$ cat src/common/rv32_pkg.sv
`default_nettype none

package rv32_pkg;

    localparam int XLEN        = 32;
    localparam int REG_ADDR_W  = 5;
    localparam int QUEUE_DEPTH = 4;
    localparam int QUEUE_PTR_W = $clog2(QUEUE_DEPTH);
    localparam int CREDIT_W    = 3;
    localparam int MUL_CYCLES  = 32;
    localparam int MUL_CNT_W   = $clog2(MUL_CYCLES);
    localparam int PC_STEP     = 4;

    // only the opcodes this core executes
    typedef enum logic [6:0] {
        op_imm   = 7'b0010011,
        op_reg   = 7'b0110011,
        op_lui   = 7'b0110111,
        op_auipc = 7'b0010111
    } opcode_e;

    typedef enum logic [3:0] {
        alu_add,
        alu_sub,
        alu_sll,
        alu_slt,
        alu_sltu,
        alu_xor,
        alu_srl,
        alu_sra,
        alu_or,
        alu_and
    } alu_op_e;

    // encoded as funct3 of the M extension
    typedef enum logic [2:0] {
        mul_mul    = 3'b000,
        mul_mulh   = 3'b001,
        mul_mulhsu = 3'b010,
        mul_mulhu  = 3'b011
    } mul_op_e;

    typedef enum logic [1:0] {
        wb_alu,
        wb_imm,
        wb_mul
    } wb_sel_e;

    // control and data word of one decoded instruction
    typedef struct packed {
        logic [XLEN-1:0]       pc;
        logic [REG_ADDR_W-1:0] rd;
        logic [REG_ADDR_W-1:0] rs1;
        logic [REG_ADDR_W-1:0] rs2;
        logic [XLEN-1:0]       imm;
        alu_op_e               alu_op;
        logic                  src_a_pc;
        logic                  src_b_imm;
        wb_sel_e               wb_sel;
        mul_op_e               mul_op;
        logic                  writes_rd;
    } decoded_inst_t;

    typedef struct packed {
        logic                  valid;
        logic [REG_ADDR_W-1:0] rd;
        logic [XLEN-1:0]       data;
    } retire_t;

endpackage : rv32_pkg

`default_nettype wire
$ cat src/hdl/core_top.sv
`timescale 1ns/1ps
`default_nettype none

module core_top (
    input  logic                      clk_i,
    input  logic                      rst_n_i,
    input  logic                      inst_resp_i,
    input  logic [rv32_pkg::XLEN-1:0] inst_rdata_i,
    output logic                      inst_read_o,
    output logic [rv32_pkg::XLEN-1:0] inst_addr_o,
    output rv32_pkg::retire_t         retire_o
);
    import rv32_pkg::*;

    decoded_inst_t push_entry;
    decoded_inst_t head_entry;
    logic          push;
    logic          pop;
    logic          credit;
    logic          head_valid;

    fetch_unit i_fetch_unit (
        .clk_i        (clk_i),
        .rst_n_i      (rst_n_i),
        .inst_resp_i  (inst_resp_i),
        .inst_rdata_i (inst_rdata_i),
        .inst_read_o  (inst_read_o),
        .inst_addr_o  (inst_addr_o),
        .credit_i     (credit),
        .push_o       (push),
        .entry_o      (push_entry)
    );

    inst_queue i_inst_queue (
        .clk_i        (clk_i),
        .rst_n_i      (rst_n_i),
        .push_i       (push),
        .entry_i      (push_entry),
        .pop_i        (pop),
        .head_valid_o (head_valid),
        .head_o       (head_entry),
        .credit_o     (credit)
    );

    execute_unit i_execute_unit (
        .clk_i        (clk_i),
        .rst_n_i      (rst_n_i),
        .head_valid_i (head_valid),
        .head_i       (head_entry),
        .pop_o        (pop),
        .retire_o     (retire_o)
    );

endmodule : core_top

`default_nettype wire

$ cat src/execute/execute_unit.sv
`timescale 1ns/1ps
`default_nettype none

module execute_unit (
    input  logic                    clk_i,
    input  logic                    rst_n_i,
    input  logic                    head_valid_i,
    input  rv32_pkg::decoded_inst_t head_i,
    output logic                    pop_o,
    output rv32_pkg::retire_t       retire_o
);
    import rv32_pkg::*;

    retire_t               wb_q;
    retire_t               wb_d;
    logic [REG_ADDR_W-1:0] mul_rd_q;
    logic [REG_ADDR_W-1:0] dest_rd;
    logic [XLEN-1:0]       rs1_data;
    logic [XLEN-1:0]       rs2_data;
    logic [XLEN-1:0]       fwd_a;
    logic [XLEN-1:0]       fwd_b;
    logic [XLEN-1:0]       op_a;
    logic [XLEN-1:0]       op_b;
    logic [XLEN-1:0]       alu_result;
    logic [XLEN-1:0]       mul_result;
    logic                  is_mul;
    logic                  issue;
    logic                  mul_busy;
    logic                  mul_done;

    regfile i_regfile (
        .clk_i     (clk_i),
        .rst_n_i   (rst_n_i),
        .we_i      (wb_q.valid),
        .waddr_i   (wb_q.rd),
        .wdata_i   (wb_q.data),
        .raddr_a_i (head_i.rs1),
        .raddr_b_i (head_i.rs2),
        .rdata_a_o (rs1_data),
        .rdata_b_o (rs2_data)
    );

    // bypass the value being written back this cycle
    assign fwd_a = (wb_q.valid && wb_q.rd != '0 && wb_q.rd == head_i.rs1) ? wb_q.data : rs1_data;
    assign fwd_b = (wb_q.valid && wb_q.rd != '0 && wb_q.rd == head_i.rs2) ? wb_q.data : rs2_data;
    assign op_a  = head_i.src_a_pc  ? head_i.pc  : fwd_a;
    assign op_b  = head_i.src_b_imm ? head_i.imm : fwd_b;

    alu i_alu (
        .op_i     (head_i.alu_op),
        .a_i      (op_a),
        .b_i      (op_b),
        .result_o (alu_result)
    );

    multiplier i_multiplier (
        .clk_i    (clk_i),
        .rst_n_i  (rst_n_i),
        .start_i  (issue && is_mul),
        .op_i     (head_i.mul_op),
        .a_i      (op_a),
        .b_i      (op_b),
        .busy_o   (mul_busy),
        .done_o   (mul_done),
        .result_o (mul_result)
    );

    // issue is held until the multiply result owns the writeback slot
    assign is_mul  = (head_i.wb_sel == wb_mul);
    assign issue   = head_valid_i && !mul_busy && !mul_done;
    assign pop_o   = issue;
    assign dest_rd = head_i.writes_rd ? head_i.rd : '0;

    always_comb begin : wb_select
        wb_d       = wb_q;
        wb_d.valid = 1'b0;
        if (mul_done) begin
            wb_d.valid = 1'b1;
            wb_d.rd    = mul_rd_q;
            wb_d.data  = mul_result;
        end else if (issue && !is_mul) begin
            wb_d.valid = 1'b1;
            wb_d.rd    = dest_rd;
            wb_d.data  = (head_i.wb_sel == wb_imm) ? head_i.imm : alu_result;
        end
        // x0 always retires zero
        if (wb_d.rd == '0) begin
            wb_d.data = '0;
        end
    end : wb_select

    always_ff @(posedge clk_i) begin
        if (issue && is_mul) begin
            mul_rd_q <= dest_rd;
        end
    end

    always_ff @(posedge clk_i or negedge rst_n_i) begin
        if (!rst_n_i) begin
            wb_q <= '0;
        end else begin
            wb_q <= wb_d;
        end
    end

    assign retire_o = wb_q;

    a_mul_latency: assert property (@(posedge clk_i) disable iff (!rst_n_i)
        pop_o && is_mul |-> ##(MUL_CYCLES + 2) retire_o.valid)
        else $error("multiply did not retire on time");

endmodule : execute_unit

`default_nettype wire

$ cat src/execute/multiplier.sv
`timescale 1ns/1ps
`default_nettype none

module multiplier (
    input  logic                      clk_i,
    input  logic                      rst_n_i,
    input  logic                      start_i,
    input  rv32_pkg::mul_op_e         op_i,
    input  logic [rv32_pkg::XLEN-1:0] a_i,
    input  logic [rv32_pkg::XLEN-1:0] b_i,
    output logic                      busy_o,
    output logic                      done_o,
    output logic [rv32_pkg::XLEN-1:0] result_o
);
    import rv32_pkg::*;

    typedef enum logic {
        st_idle,
        st_busy
    } state_e;

    state_e               state_q;
    logic [MUL_CNT_W-1:0] cnt_q;
    logic                 done_q;
    mul_op_e              op_q;
    logic                 neg_q;
    logic [2*XLEN-1:0]    acc_q;
    logic [2*XLEN-1:0]    mcand_q;
    logic [XLEN-1:0]      mplier_q;
    logic                 a_neg;
    logic                 b_neg;
    logic [2*XLEN-1:0]    product;

    // which operands are signed depends on the variant
    assign a_neg = a_i[XLEN-1] && (op_i == mul_mulh || op_i == mul_mulhsu);
    assign b_neg = b_i[XLEN-1] && (op_i == mul_mulh);

    always_ff @(posedge clk_i or negedge rst_n_i) begin
        if (!rst_n_i) begin
            state_q <= st_idle;
            cnt_q   <= '0;
            done_q  <= 1'b0;
        end else begin
            done_q <= 1'b0;
            case (state_q)
                st_idle: begin
                    if (start_i) begin
                        state_q <= st_busy;
                        cnt_q   <= '0;
                    end
                end
                st_busy: begin
                    cnt_q <= cnt_q + 1'b1;
                    if (cnt_q == MUL_CNT_W'(MUL_CYCLES - 1)) begin
                        state_q <= st_idle;
                        done_q  <= 1'b1;
                    end
                end
                default: state_q <= st_idle;
            endcase
        end
    end

    // shift-add on magnitudes, one multiplier bit per cycle
    always_ff @(posedge clk_i) begin
        if (start_i) begin
            op_q     <= op_i;
            neg_q    <= a_neg ^ b_neg;
            acc_q    <= '0;
            mcand_q  <= {{XLEN{1'b0}}, a_neg ? -a_i : a_i};
            mplier_q <= b_neg ? -b_i : b_i;
        end else if (state_q == st_busy) begin
            if (mplier_q[0]) begin
                acc_q <= acc_q + mcand_q;
            end
            mcand_q  <= mcand_q << 1;
            mplier_q <= mplier_q >> 1;
        end
    end

    assign product  = neg_q ? -acc_q : acc_q;
    assign result_o = (op_q == mul_mul) ? product[XLEN-1:0] : product[2*XLEN-1:XLEN];
    assign busy_o   = (state_q == st_busy);
    assign done_o   = done_q;

    a_no_restart: assert property (@(posedge clk_i) disable iff (!rst_n_i)
        start_i |-> state_q == st_idle && !done_q)
        else $error("multiply started while one is in flight");

endmodule : multiplier

`default_nettype wire

$ cat src/execute/alu.sv
`timescale 1ns/1ps
`default_nettype none

module alu (
    input  rv32_pkg::alu_op_e         op_i,
    input  logic [rv32_pkg::XLEN-1:0] a_i,
    input  logic [rv32_pkg::XLEN-1:0] b_i,
    output logic [rv32_pkg::XLEN-1:0] result_o
);
    import rv32_pkg::*;

    logic [4:0] shamt;

    assign shamt = b_i[4:0];

    always_comb begin : alu_comb
        case (op_i)
            alu_add:  result_o = a_i + b_i;
            alu_sub:  result_o = a_i - b_i;
            alu_sll:  result_o = a_i << shamt;
            alu_slt:  result_o = XLEN'($signed(a_i) < $signed(b_i));
            alu_sltu: result_o = XLEN'(a_i < b_i);
            alu_xor:  result_o = a_i ^ b_i;
            alu_srl:  result_o = a_i >> shamt;
            // sign bit fills from the left
            alu_sra:  result_o = XLEN'($signed(a_i) >>> shamt);
            alu_or:   result_o = a_i | b_i;
            alu_and:  result_o = a_i & b_i;
            default:  result_o = '0;
        endcase
    end : alu_comb

endmodule : alu

`default_nettype wire

$ cat src/execute/regfile.sv
`timescale 1ns/1ps
`default_nettype none

module regfile (
    input  logic                            clk_i,
    input  logic                            rst_n_i,
    input  logic                            we_i,
    input  logic [rv32_pkg::REG_ADDR_W-1:0] waddr_i,
    input  logic [rv32_pkg::XLEN-1:0]       wdata_i,
    input  logic [rv32_pkg::REG_ADDR_W-1:0] raddr_a_i,
    input  logic [rv32_pkg::REG_ADDR_W-1:0] raddr_b_i,
    output logic [rv32_pkg::XLEN-1:0]       rdata_a_o,
    output logic [rv32_pkg::XLEN-1:0]       rdata_b_o
);
    import rv32_pkg::*;

    // x0 has no storage
    logic [XLEN-1:0] regs_q [2**REG_ADDR_W-1:1];

    always_ff @(posedge clk_i or negedge rst_n_i) begin
        if (!rst_n_i) begin
            regs_q <= '{default: '0};
        end else if (we_i && waddr_i != '0) begin
            regs_q[waddr_i] <= wdata_i;
        end
    end

    assign rdata_a_o = (raddr_a_i == '0) ? '0 : regs_q[raddr_a_i];
    assign rdata_b_o = (raddr_b_i == '0) ? '0 : regs_q[raddr_b_i];

endmodule : regfile

`default_nettype wire

$ cat src/hdl/inst_queue.sv
`timescale 1ns/1ps
`default_nettype none

module inst_queue (
    input  logic                    clk_i,
    input  logic                    rst_n_i,
    input  logic                    push_i,
    input  rv32_pkg::decoded_inst_t entry_i,
    input  logic                    pop_i,
    output logic                    head_valid_o,
    output rv32_pkg::decoded_inst_t head_o,
    output logic                    credit_o
);
    import rv32_pkg::*;

    decoded_inst_t          slots_q [QUEUE_DEPTH];
    logic [QUEUE_PTR_W-1:0] wr_ptr_q;
    logic [QUEUE_PTR_W-1:0] rd_ptr_q;
    logic [CREDIT_W-1:0]    count_q;
    logic                   do_pop;

    assign head_valid_o = (count_q != '0);
    assign head_o       = slots_q[rd_ptr_q];
    assign do_pop       = pop_i && head_valid_o;
    // slot is freed in the pop cycle
    assign credit_o     = do_pop;

    always_ff @(posedge clk_i) begin
        if (push_i) begin
            slots_q[wr_ptr_q] <= entry_i;
        end
    end

    // pointers wrap on their own width
    always_ff @(posedge clk_i or negedge rst_n_i) begin
        if (!rst_n_i) begin
            wr_ptr_q <= '0;
            rd_ptr_q <= '0;
            count_q  <= '0;
        end else begin
            if (push_i) begin
                wr_ptr_q <= wr_ptr_q + 1'b1;
            end
            if (do_pop) begin
                rd_ptr_q <= rd_ptr_q + 1'b1;
            end
            count_q <= count_q + CREDIT_W'(push_i) - CREDIT_W'(do_pop);
        end
    end

    a_no_overflow: assert property (@(posedge clk_i) disable iff (!rst_n_i)
        push_i |-> count_q != CREDIT_W'(QUEUE_DEPTH))
        else $error("push into full queue");

    a_no_underflow: assert property (@(posedge clk_i) disable iff (!rst_n_i)
        pop_i |-> head_valid_o)
        else $error("pop from empty queue");

endmodule : inst_queue

`default_nettype wire

$ cat src/fetch/fetch_unit.sv
`timescale 1ns/1ps
`default_nettype none

module fetch_unit (
    input  logic                      clk_i,
    input  logic                      rst_n_i,
    input  logic                      inst_resp_i,
    input  logic [rv32_pkg::XLEN-1:0] inst_rdata_i,
    output logic                      inst_read_o,
    output logic [rv32_pkg::XLEN-1:0] inst_addr_o,
    input  logic                      credit_i,
    output logic                      push_o,
    output rv32_pkg::decoded_inst_t   entry_o
);
    import rv32_pkg::*;

    logic [XLEN-1:0]     pc_q;
    logic [CREDIT_W-1:0] credit_q;
    logic [CREDIT_W-1:0] credit_d;
    logic                req_q;

    decoder i_decoder (
        .inst_i  (inst_rdata_i),
        .pc_i    (pc_q),
        .entry_o (entry_o)
    );

    // every response is pushed straight into the queue
    assign push_o      = req_q && inst_resp_i;
    assign inst_read_o = req_q;
    assign inst_addr_o = pc_q;
    assign credit_d    = credit_q + CREDIT_W'(credit_i) - CREDIT_W'(push_o);

    always_ff @(posedge clk_i or negedge rst_n_i) begin
        if (!rst_n_i) begin
            pc_q     <= '0;
            credit_q <= CREDIT_W'(QUEUE_DEPTH);
            req_q    <= 1'b0;
        end else begin
            credit_q <= credit_d;
            if (push_o) begin
                pc_q <= pc_q + XLEN'(PC_STEP);
            end
            // hold the request until answered, then reissue if a slot is free
            if (!req_q || inst_resp_i) begin
                req_q <= (credit_d != '0);
            end
        end
    end

    a_credit_bound: assert property (@(posedge clk_i) disable iff (!rst_n_i)
        credit_q <= CREDIT_W'(QUEUE_DEPTH))
        else $error("credit count above queue depth");

    a_push_needs_credit: assert property (@(posedge clk_i) disable iff (!rst_n_i)
        push_o |-> credit_q != '0)
        else $error("push without credit");

endmodule : fetch_unit

`default_nettype wire

$ cat src/fetch/decoder.sv
`timescale 1ns/1ps
`default_nettype none

module decoder (
    input  logic [rv32_pkg::XLEN-1:0] inst_i,
    input  logic [rv32_pkg::XLEN-1:0] pc_i,
    output rv32_pkg::decoded_inst_t   entry_o
);
    import rv32_pkg::*;

    logic [2:0] funct3;
    logic [6:0] funct7;
    opcode_e    opcode;

    // funct3 to ALU op, alt picks sub or sra
    function automatic alu_op_e alu_sel(input logic [2:0] f3, input logic alt);
        case (f3)
            3'b000:  alu_sel = alt ? alu_sub : alu_add;
            3'b001:  alu_sel = alu_sll;
            3'b010:  alu_sel = alu_slt;
            3'b011:  alu_sel = alu_sltu;
            3'b100:  alu_sel = alu_xor;
            3'b101:  alu_sel = alt ? alu_sra : alu_srl;
            3'b110:  alu_sel = alu_or;
            default: alu_sel = alu_and;
        endcase
    endfunction

    assign funct3 = inst_i[14:12];
    assign funct7 = inst_i[31:25];
    assign opcode = opcode_e'(inst_i[6:0]);

    always_comb begin : decode
        entry_o     = '0;
        entry_o.pc  = pc_i;
        entry_o.rd  = inst_i[11:7];
        entry_o.rs1 = inst_i[19:15];
        entry_o.rs2 = inst_i[24:20];
        case (opcode)
            op_imm: begin
                entry_o.imm       = {{20{inst_i[31]}}, inst_i[31:20]};
                entry_o.rs2       = '0;
                entry_o.src_b_imm = 1'b1;
                entry_o.writes_rd = 1'b1;
                // bit 30 only means srai here, addi uses it as immediate
                entry_o.alu_op    = alu_sel(funct3, funct3 == 3'b101 && funct7[5]);
            end
            op_reg: begin
                entry_o.writes_rd = 1'b1;
                if (funct7 == 7'b0000001) begin
                    entry_o.wb_sel    = wb_mul;
                    entry_o.mul_op    = mul_op_e'(funct3);
                    // div and rem are not executed
                    entry_o.writes_rd = !funct3[2];
                end else begin
                    entry_o.alu_op = alu_sel(funct3, funct7[5]);
                end
            end
            op_lui, op_auipc: begin
                entry_o.imm       = {inst_i[31:12], 12'h000};
                entry_o.rs1       = '0;
                entry_o.rs2       = '0;
                entry_o.writes_rd = 1'b1;
                entry_o.wb_sel    = (opcode == op_lui) ? wb_imm : wb_alu;
                entry_o.src_a_pc  = (opcode == op_auipc);
                entry_o.src_b_imm = 1'b1;
            end
            default: begin
                // unsupported, retires as a nop
                entry_o.rd  = '0;
                entry_o.rs1 = '0;
                entry_o.rs2 = '0;
            end
        endcase
    end : decode

endmodule : decoder

`default_nettype wire

$ cat config.mk
export PLATFORM = sky130hd
export DESIGN_NAME = core_top
export DESIGN_NICKNAME = d
export VERILOG_FILES = /design/src/common/rv32_pkg.sv /design/src/hdl/core_top.sv /design/src/execute/execute_unit.sv /design/src/execute/multiplier.sv /design/src/execute/alu.sv /design/src/execute/regfile.sv /design/src/hdl/inst_queue.sv /design/src/fetch/fetch_unit.sv /design/src/fetch/decoder.sv
export SDC_FILE = /design/constraint.sdc
export NUM_CORES = 2
export LEC_CHECK = 0
export ABC_CLOCK_PERIOD_IN_PS = 14800
export BUFFER_PORTS_ARGS = -buffer_cell sky130_fd_sc_hd__buf_2
export CAP_MARGIN = 20
export CELL_PAD_IN_SITES_DETAIL_PLACEMENT = 1
export CELL_PAD_IN_SITES_GLOBAL_PLACEMENT = 2
export CORE_ASPECT_RATIO = 0.6
export CORE_MARGIN = 2
export CORE_UTILIZATION = 48
export DETAILED_ROUTE_END_ITERATION = 7
export PLACE_DENSITY_LB_ADDON = 0.1
export SYNTH_ARGS = -nofsm -noshare
export SYNTH_HDL_FRONTEND = slang
export SYNTH_SLANG_ARGS = --single-unit
$ cat constraint.sdc
create_clock -name clk_i -period 14.8 [get_ports clk_i]
set_input_delay 1.48 -clock clk_i [delete_from_list [all_inputs] [get_ports clk_i]]
set_output_delay 1.48 -clock clk_i [all_outputs]
set_load 0.03 [all_outputs]
==> impl_table.tex <==
\begin{tabular}{lr}
\hline
Metric & Value \\
\hline
\multicolumn{2}{l}{\textbf{Clock tree}} \\
\quad Number of buffers inserted by hold repair at cts & 0 \\
\quad H-Tree Level Count & 4 \\
\quad Post-CTS setup-driven buffer insertion count & 0 \\
\quad Total clock buffers created by CTS & 171 \\
\quad Clk root buf & clkbuf\_16 \\
\quad CTS tree & built \\
\quad Clock latency at the later pin of the worst-skew pair & slightly below 0.9 ns \\
\quad Max clock buf depth & 4 \\
\quad Sink count of the clock tree & between 1,500 and 2,000 \\
\quad PostCTS Resize Cnt & 0 \\
\quad Clock-pin slew of the registers on the worst-case setup and hold paths & approximately 0.07 ns \\
\multicolumn{2}{l}{\textbf{Worst setup path}} \\
\quad Data required time at the worst endpoint & 15.53 ns \\
\quad FF-to-FF Start & i\_inst\_queue.rd\_ptr\_q[0]\$\_DFFE\_PN0P\_ \\
\quad Top cell by count, worst path & buf\_4 \\
\quad Critical path capture point type & flop \\
\quad Crit path buf inv count & 5 \\
\quad Slowest cell delay on critical path & 0.81 ns \\
\quad Flop2flop setup slack & 4.79 ns \\
\quad Crit Path Category & reg -> reg \\
\quad Critical path, cell by cell & buf\_4 -> buf\_4 -> mux4\_2 -> buf\_4 -> nor3\_1 -> a31oi\_1 -> o31ai\_4 -> buf\_4 -> a2111oi\_0 -> a31oi\_2 -> inv\_1 -> ha\_1 -> nor2\_1 -> a221o\_1 -> a21oi\_1 -> o21ai\_0 -> o211a\_1 -> nor4\_1 -> o31ai\_1 -> o22ai\_1 -> o21ai\_0 -> a2111oi\_0 -> a211oi\_1 -> o21ai\_1 \\
\quad Startpoint types & flop \\
\quad Depth of the worst register-to-register path & 24 \\
\quad Maximum net fanout on the critical path & 33 \\
\quad Reg2Reg Capture Point & i\_execute\_unit.retire\_o[0]\$\_DFFE\_PN0P\_ \\
\quad Category of cells accounting for the largest share of critical-path delay & compound AO/OA/AOI/OAI gates \\
\quad Cell with the largest stage delay on the worst path & a31oi\_2 \\
\quad Launch point of the worst path & i\_inst\_queue.rd\_ptr\_q[0]\$\_DFFE\_PN0P\_ \\
\quad Arrival @ worst endpoint & 10.74 ns \\
\multicolumn{2}{l}{\textbf{Yosys}} \\
\quad Total standard cell area after synthesis & 94,200 um2 \\
\quad Register bit count reported by yosys & 1,603 \\
\quad Primary flip-flop cell chosen by synthesis mapping & dfrtp\_1 \\
\quad Number of warnings issued by yosys & 0 \\
\quad Post-synthesis cell count & 8,051 \\
\quad Post-synth cell types & 117 \\
\quad Count of flip-flops with a built-in enable after synthesis & 429 \\
\quad Seq/Total Area, Yosys & 0.443 \\
\quad Post-synthesis cell type with the largest combined area & dfrtp\_1 \\
\quad Asr flop ratio synth & 0.672 \\
\quad Top cells by area, synth & dfrtp\_1 (29\%), edfxtp\_1 (14\%), mux2\_2 (13\%) \\
\quad Mean cell area of the mapped netlist & 11.7 um2 \\
\quad Top cell type's share of synthesized area & 0.286 \\
\multicolumn{2}{l}{\textbf{Global route}} \\
\quad Antenna violations before repair & 39 \\
\quad Via count of the first global-routing pass & 75,400 \\
\quad Maximum number of pins on one net before global-route repair & 151 \\
\quad Total Routing Usage GR & 0.426 \\
\quad Overflow after GRT & 0 \\
\quad Global-route wire length before repair & between 600,000 and 700,000 um \\
\multicolumn{2}{l}{\textbf{Drt}} \\
\quad Initial DRC Count & 10,200 \\
\quad Ratio of routed vias to standard cells & 7.01 \\
\quad Average wire length per cell after detail routing & 40.1 um \\
\quad Antenna violation net count after detailed routing & 0 \\
\quad Post-detailed-route DRC marker count & 0 \\
\quad Wire length reported by the detailed router & 429,000 um \\
\quad Number of detailed-routing iterations run before antenna repair & 7 \\
\quad Vias post-DR & approximately 75,000 \\
\multicolumn{2}{l}{\textbf{Cells and area}} \\
\quad Highest-count cells in the layout ignoring fill and taps & dfrtp\_1 (1,071), mux2\_2 (1,057), nand2\_1 (790) \\
\quad Sequential standard cell area & between 40,000 and 50,000 um2 \\
\quad Count of fill cells added during filler insertion & $\sim$20,000 \\
\quad Commonest non-fill, non-tap cell in the layout & dfrtp\_1 \\
\quad Proportion of layout cells with a drive suffix above 1 & 0.283 \\
\quad Multi-input gate area & 49,000 um2 \\
\quad Number of nets in the layout & between 8,000 and 9,000 \\
\quad Synthesis-to-finish area growth & 9.25\% \\
\multicolumn{2}{l}{\textbf{STA}} \\
\quad Maximum achievable frequency & around 100 MHz \\
\quad Min Clock Period, post-route & 10.01 ns \\
\quad Count of endpoints failing hold in the final timing report & 0 \\
\quad Max Slew Vio Count & 0 \\
\quad Worst clock skew on the final layout & approximately 0.07 ns \\
\quad Final count of negative-setup-slack endpoints & 0 \\
\quad Post-Route Setup TNS & 0 ns \\
\quad Tcrit/Tclk final & 0.676 \\
\quad Worst slew margin & 0.0960 \\
\quad Transition time at the pin with the least slew margin & $\sim$1.4 ns \\
\quad Unrepaired setup endpoints after global routing & no \\
\multicolumn{2}{l}{\textbf{Worst hold path}} \\
\quad Worst hold path class & reg -> reg \\
\quad Endpoint of the worst hold path & i\_fetch\_unit.credit\_q[0]\$\_DFF\_PN0\_ \\
\quad Critical hold path startpoint & i\_fetch\_unit.credit\_q[0]\$\_DFF\_PN0\_ \\
\quad Worst hold stages & 1 \\
\multicolumn{2}{l}{\textbf{Flow run}} \\
\quad \# Max-Cap Violations & 0 \\
\multicolumn{2}{l}{\textbf{Floorplan}} \\
\quad \# rows & 125 \\
\quad Die area & 200,000 um2 \\
\quad Count of boundary I/O pins & roughly 110 \\
\quad CORE AREA & 194,000 um2 \\
\quad Die width & 576 um \\
\quad Die H & 347 um \\
\quad Initial standard-cell utilization of the core & 0.485 \\
\multicolumn{2}{l}{\textbf{Place}} \\
\quad DPL Wire Length & 295,000 um \\
\quad Number of port buffers & 103 \\
\quad Routability cong. & 1.07 \\
\multicolumn{2}{l}{\textbf{Status}} \\
\quad Outcome & finished, final reports clean \\
\hline
\end{tabular}
## stage by stage
stage	hold WS, ns	instance area (um2)	setup WS (ns)	utilization	std cells
floorplan	0.449	94200	8.78	-	8052
global placement	0.470	97200	5.02	0.500	10400
detailed placement	0.490	97300	5.24	0.501	10400
CTS	0.504	103000	5.07	0.529	10700
global route	0.528	103000	4.43	0.530	10700
finish	0.501	103000	4.79	0.530	10700
## Yosys cell counts (26+ instances only)
cell         n
a311oi_1    30
a21oi_1    342
a211oi_1    70
buf_2      104
and3_1      49
nand2_1    808
a221o_1     26
nand3_1    165
clkbuf_1   348
dfxtp_1     96
o22ai_1     63
o211ai_1    38
nor4_1      28
edfxtp_1   429
ha_1       176
xor2_1      69
buf_1       79
buf_6       41
and2_1      62
xnor2_1    145
mux4_2     409
nor2_1     328
a31oi_1     64
nor2b_1     40
mux2_2    1061
buf_4       99
dfrtp_1   1077
nor3_1      83
o21ai_1     31
nand4_1     29
a221oi_1    43
or3_1       33
mux2i_1    482
o31ai_1     50
o21ai_0    303
nand2b_1    31
a22oi_1     57
a21o_1      87
a32oi_1     26
inv_1      133
## layer usage
layer  track usage  routed length (um)  vias up
met2         0.549              163000     4661
met5             0                 158        -
met1         0.617              186000    39500
met3         0.202               64200      807
li1              -                   -    30000
met4         0.138               16000       24
## worst max path at each step
stage | to | cells past startpoint
2_1_floorplan | i_execute_unit.retire_o[31]$_DFFE_PN0P_ | 28
4_1_cts | i_execute_unit.retire_o[0]$_DFFE_PN0P_ | 24
6_report | i_execute_unit.retire_o[0]$_DFFE_PN0P_ | 24
3_3_place_gp | i_execute_unit.retire_o[13]$_DFFE_PN0P_ | 21
3_5_place_dp | i_execute_unit.retire_o[0]$_DFFE_PN0P_ | 24
5_1_grt | i_execute_unit.retire_o[31]$_DFFE_PN0P_ | 23
## layout make-up
class,count,share of cell area
Timing Repair Buffer,400,0.0273
Antenna cell,14,0.000340
Multi-Input combinational cell,5630,0.475
Clock buffer,247,0.0479
Inverter,147,0.00542
Tap cell,2603,0.0316
Sequential cell,1603,0.406
Clock inverter,60,0.00615
## sequential cells by signal (all words and copies together), names as in the netlist, 2 cells and up
name                                  count
i_inst_queue.wr_ptr_q                     2
i_execute_unit.retire_o                  38
i_inst_queue.rd_ptr_q                     2
i_execute_unit.mul_rd_q                   5
i_execute_unit.i_regfile.regs_q         992
i_fetch_unit.inst_addr_o                 30
i_inst_queue.count_q                      3
i_execute_unit.i_multiplier.mplier_q     32
i_execute_unit.i_multiplier.mcand_q      64
i_execute_unit.i_multiplier.op_q          3
i_inst_queue.slots_q                    356
i_execute_unit.i_multiplier.cnt_q         5
i_execute_unit.i_multiplier.acc_q        64
i_fetch_unit.credit_q                     3
## logic make-up after synthesis
family | synth area share
fa+ha+maj | 0.0244
other cells | 0.0000398
compound gates | 0.110
xor+xnor | 0.0199
buf+inv | 0.0413
flops | 0.443
simple gates | 0.0843
mux | 0.276
Power is not shown: default switching activity piles up to over one toggle a cycle in this logic, so the estimate is an artifact.
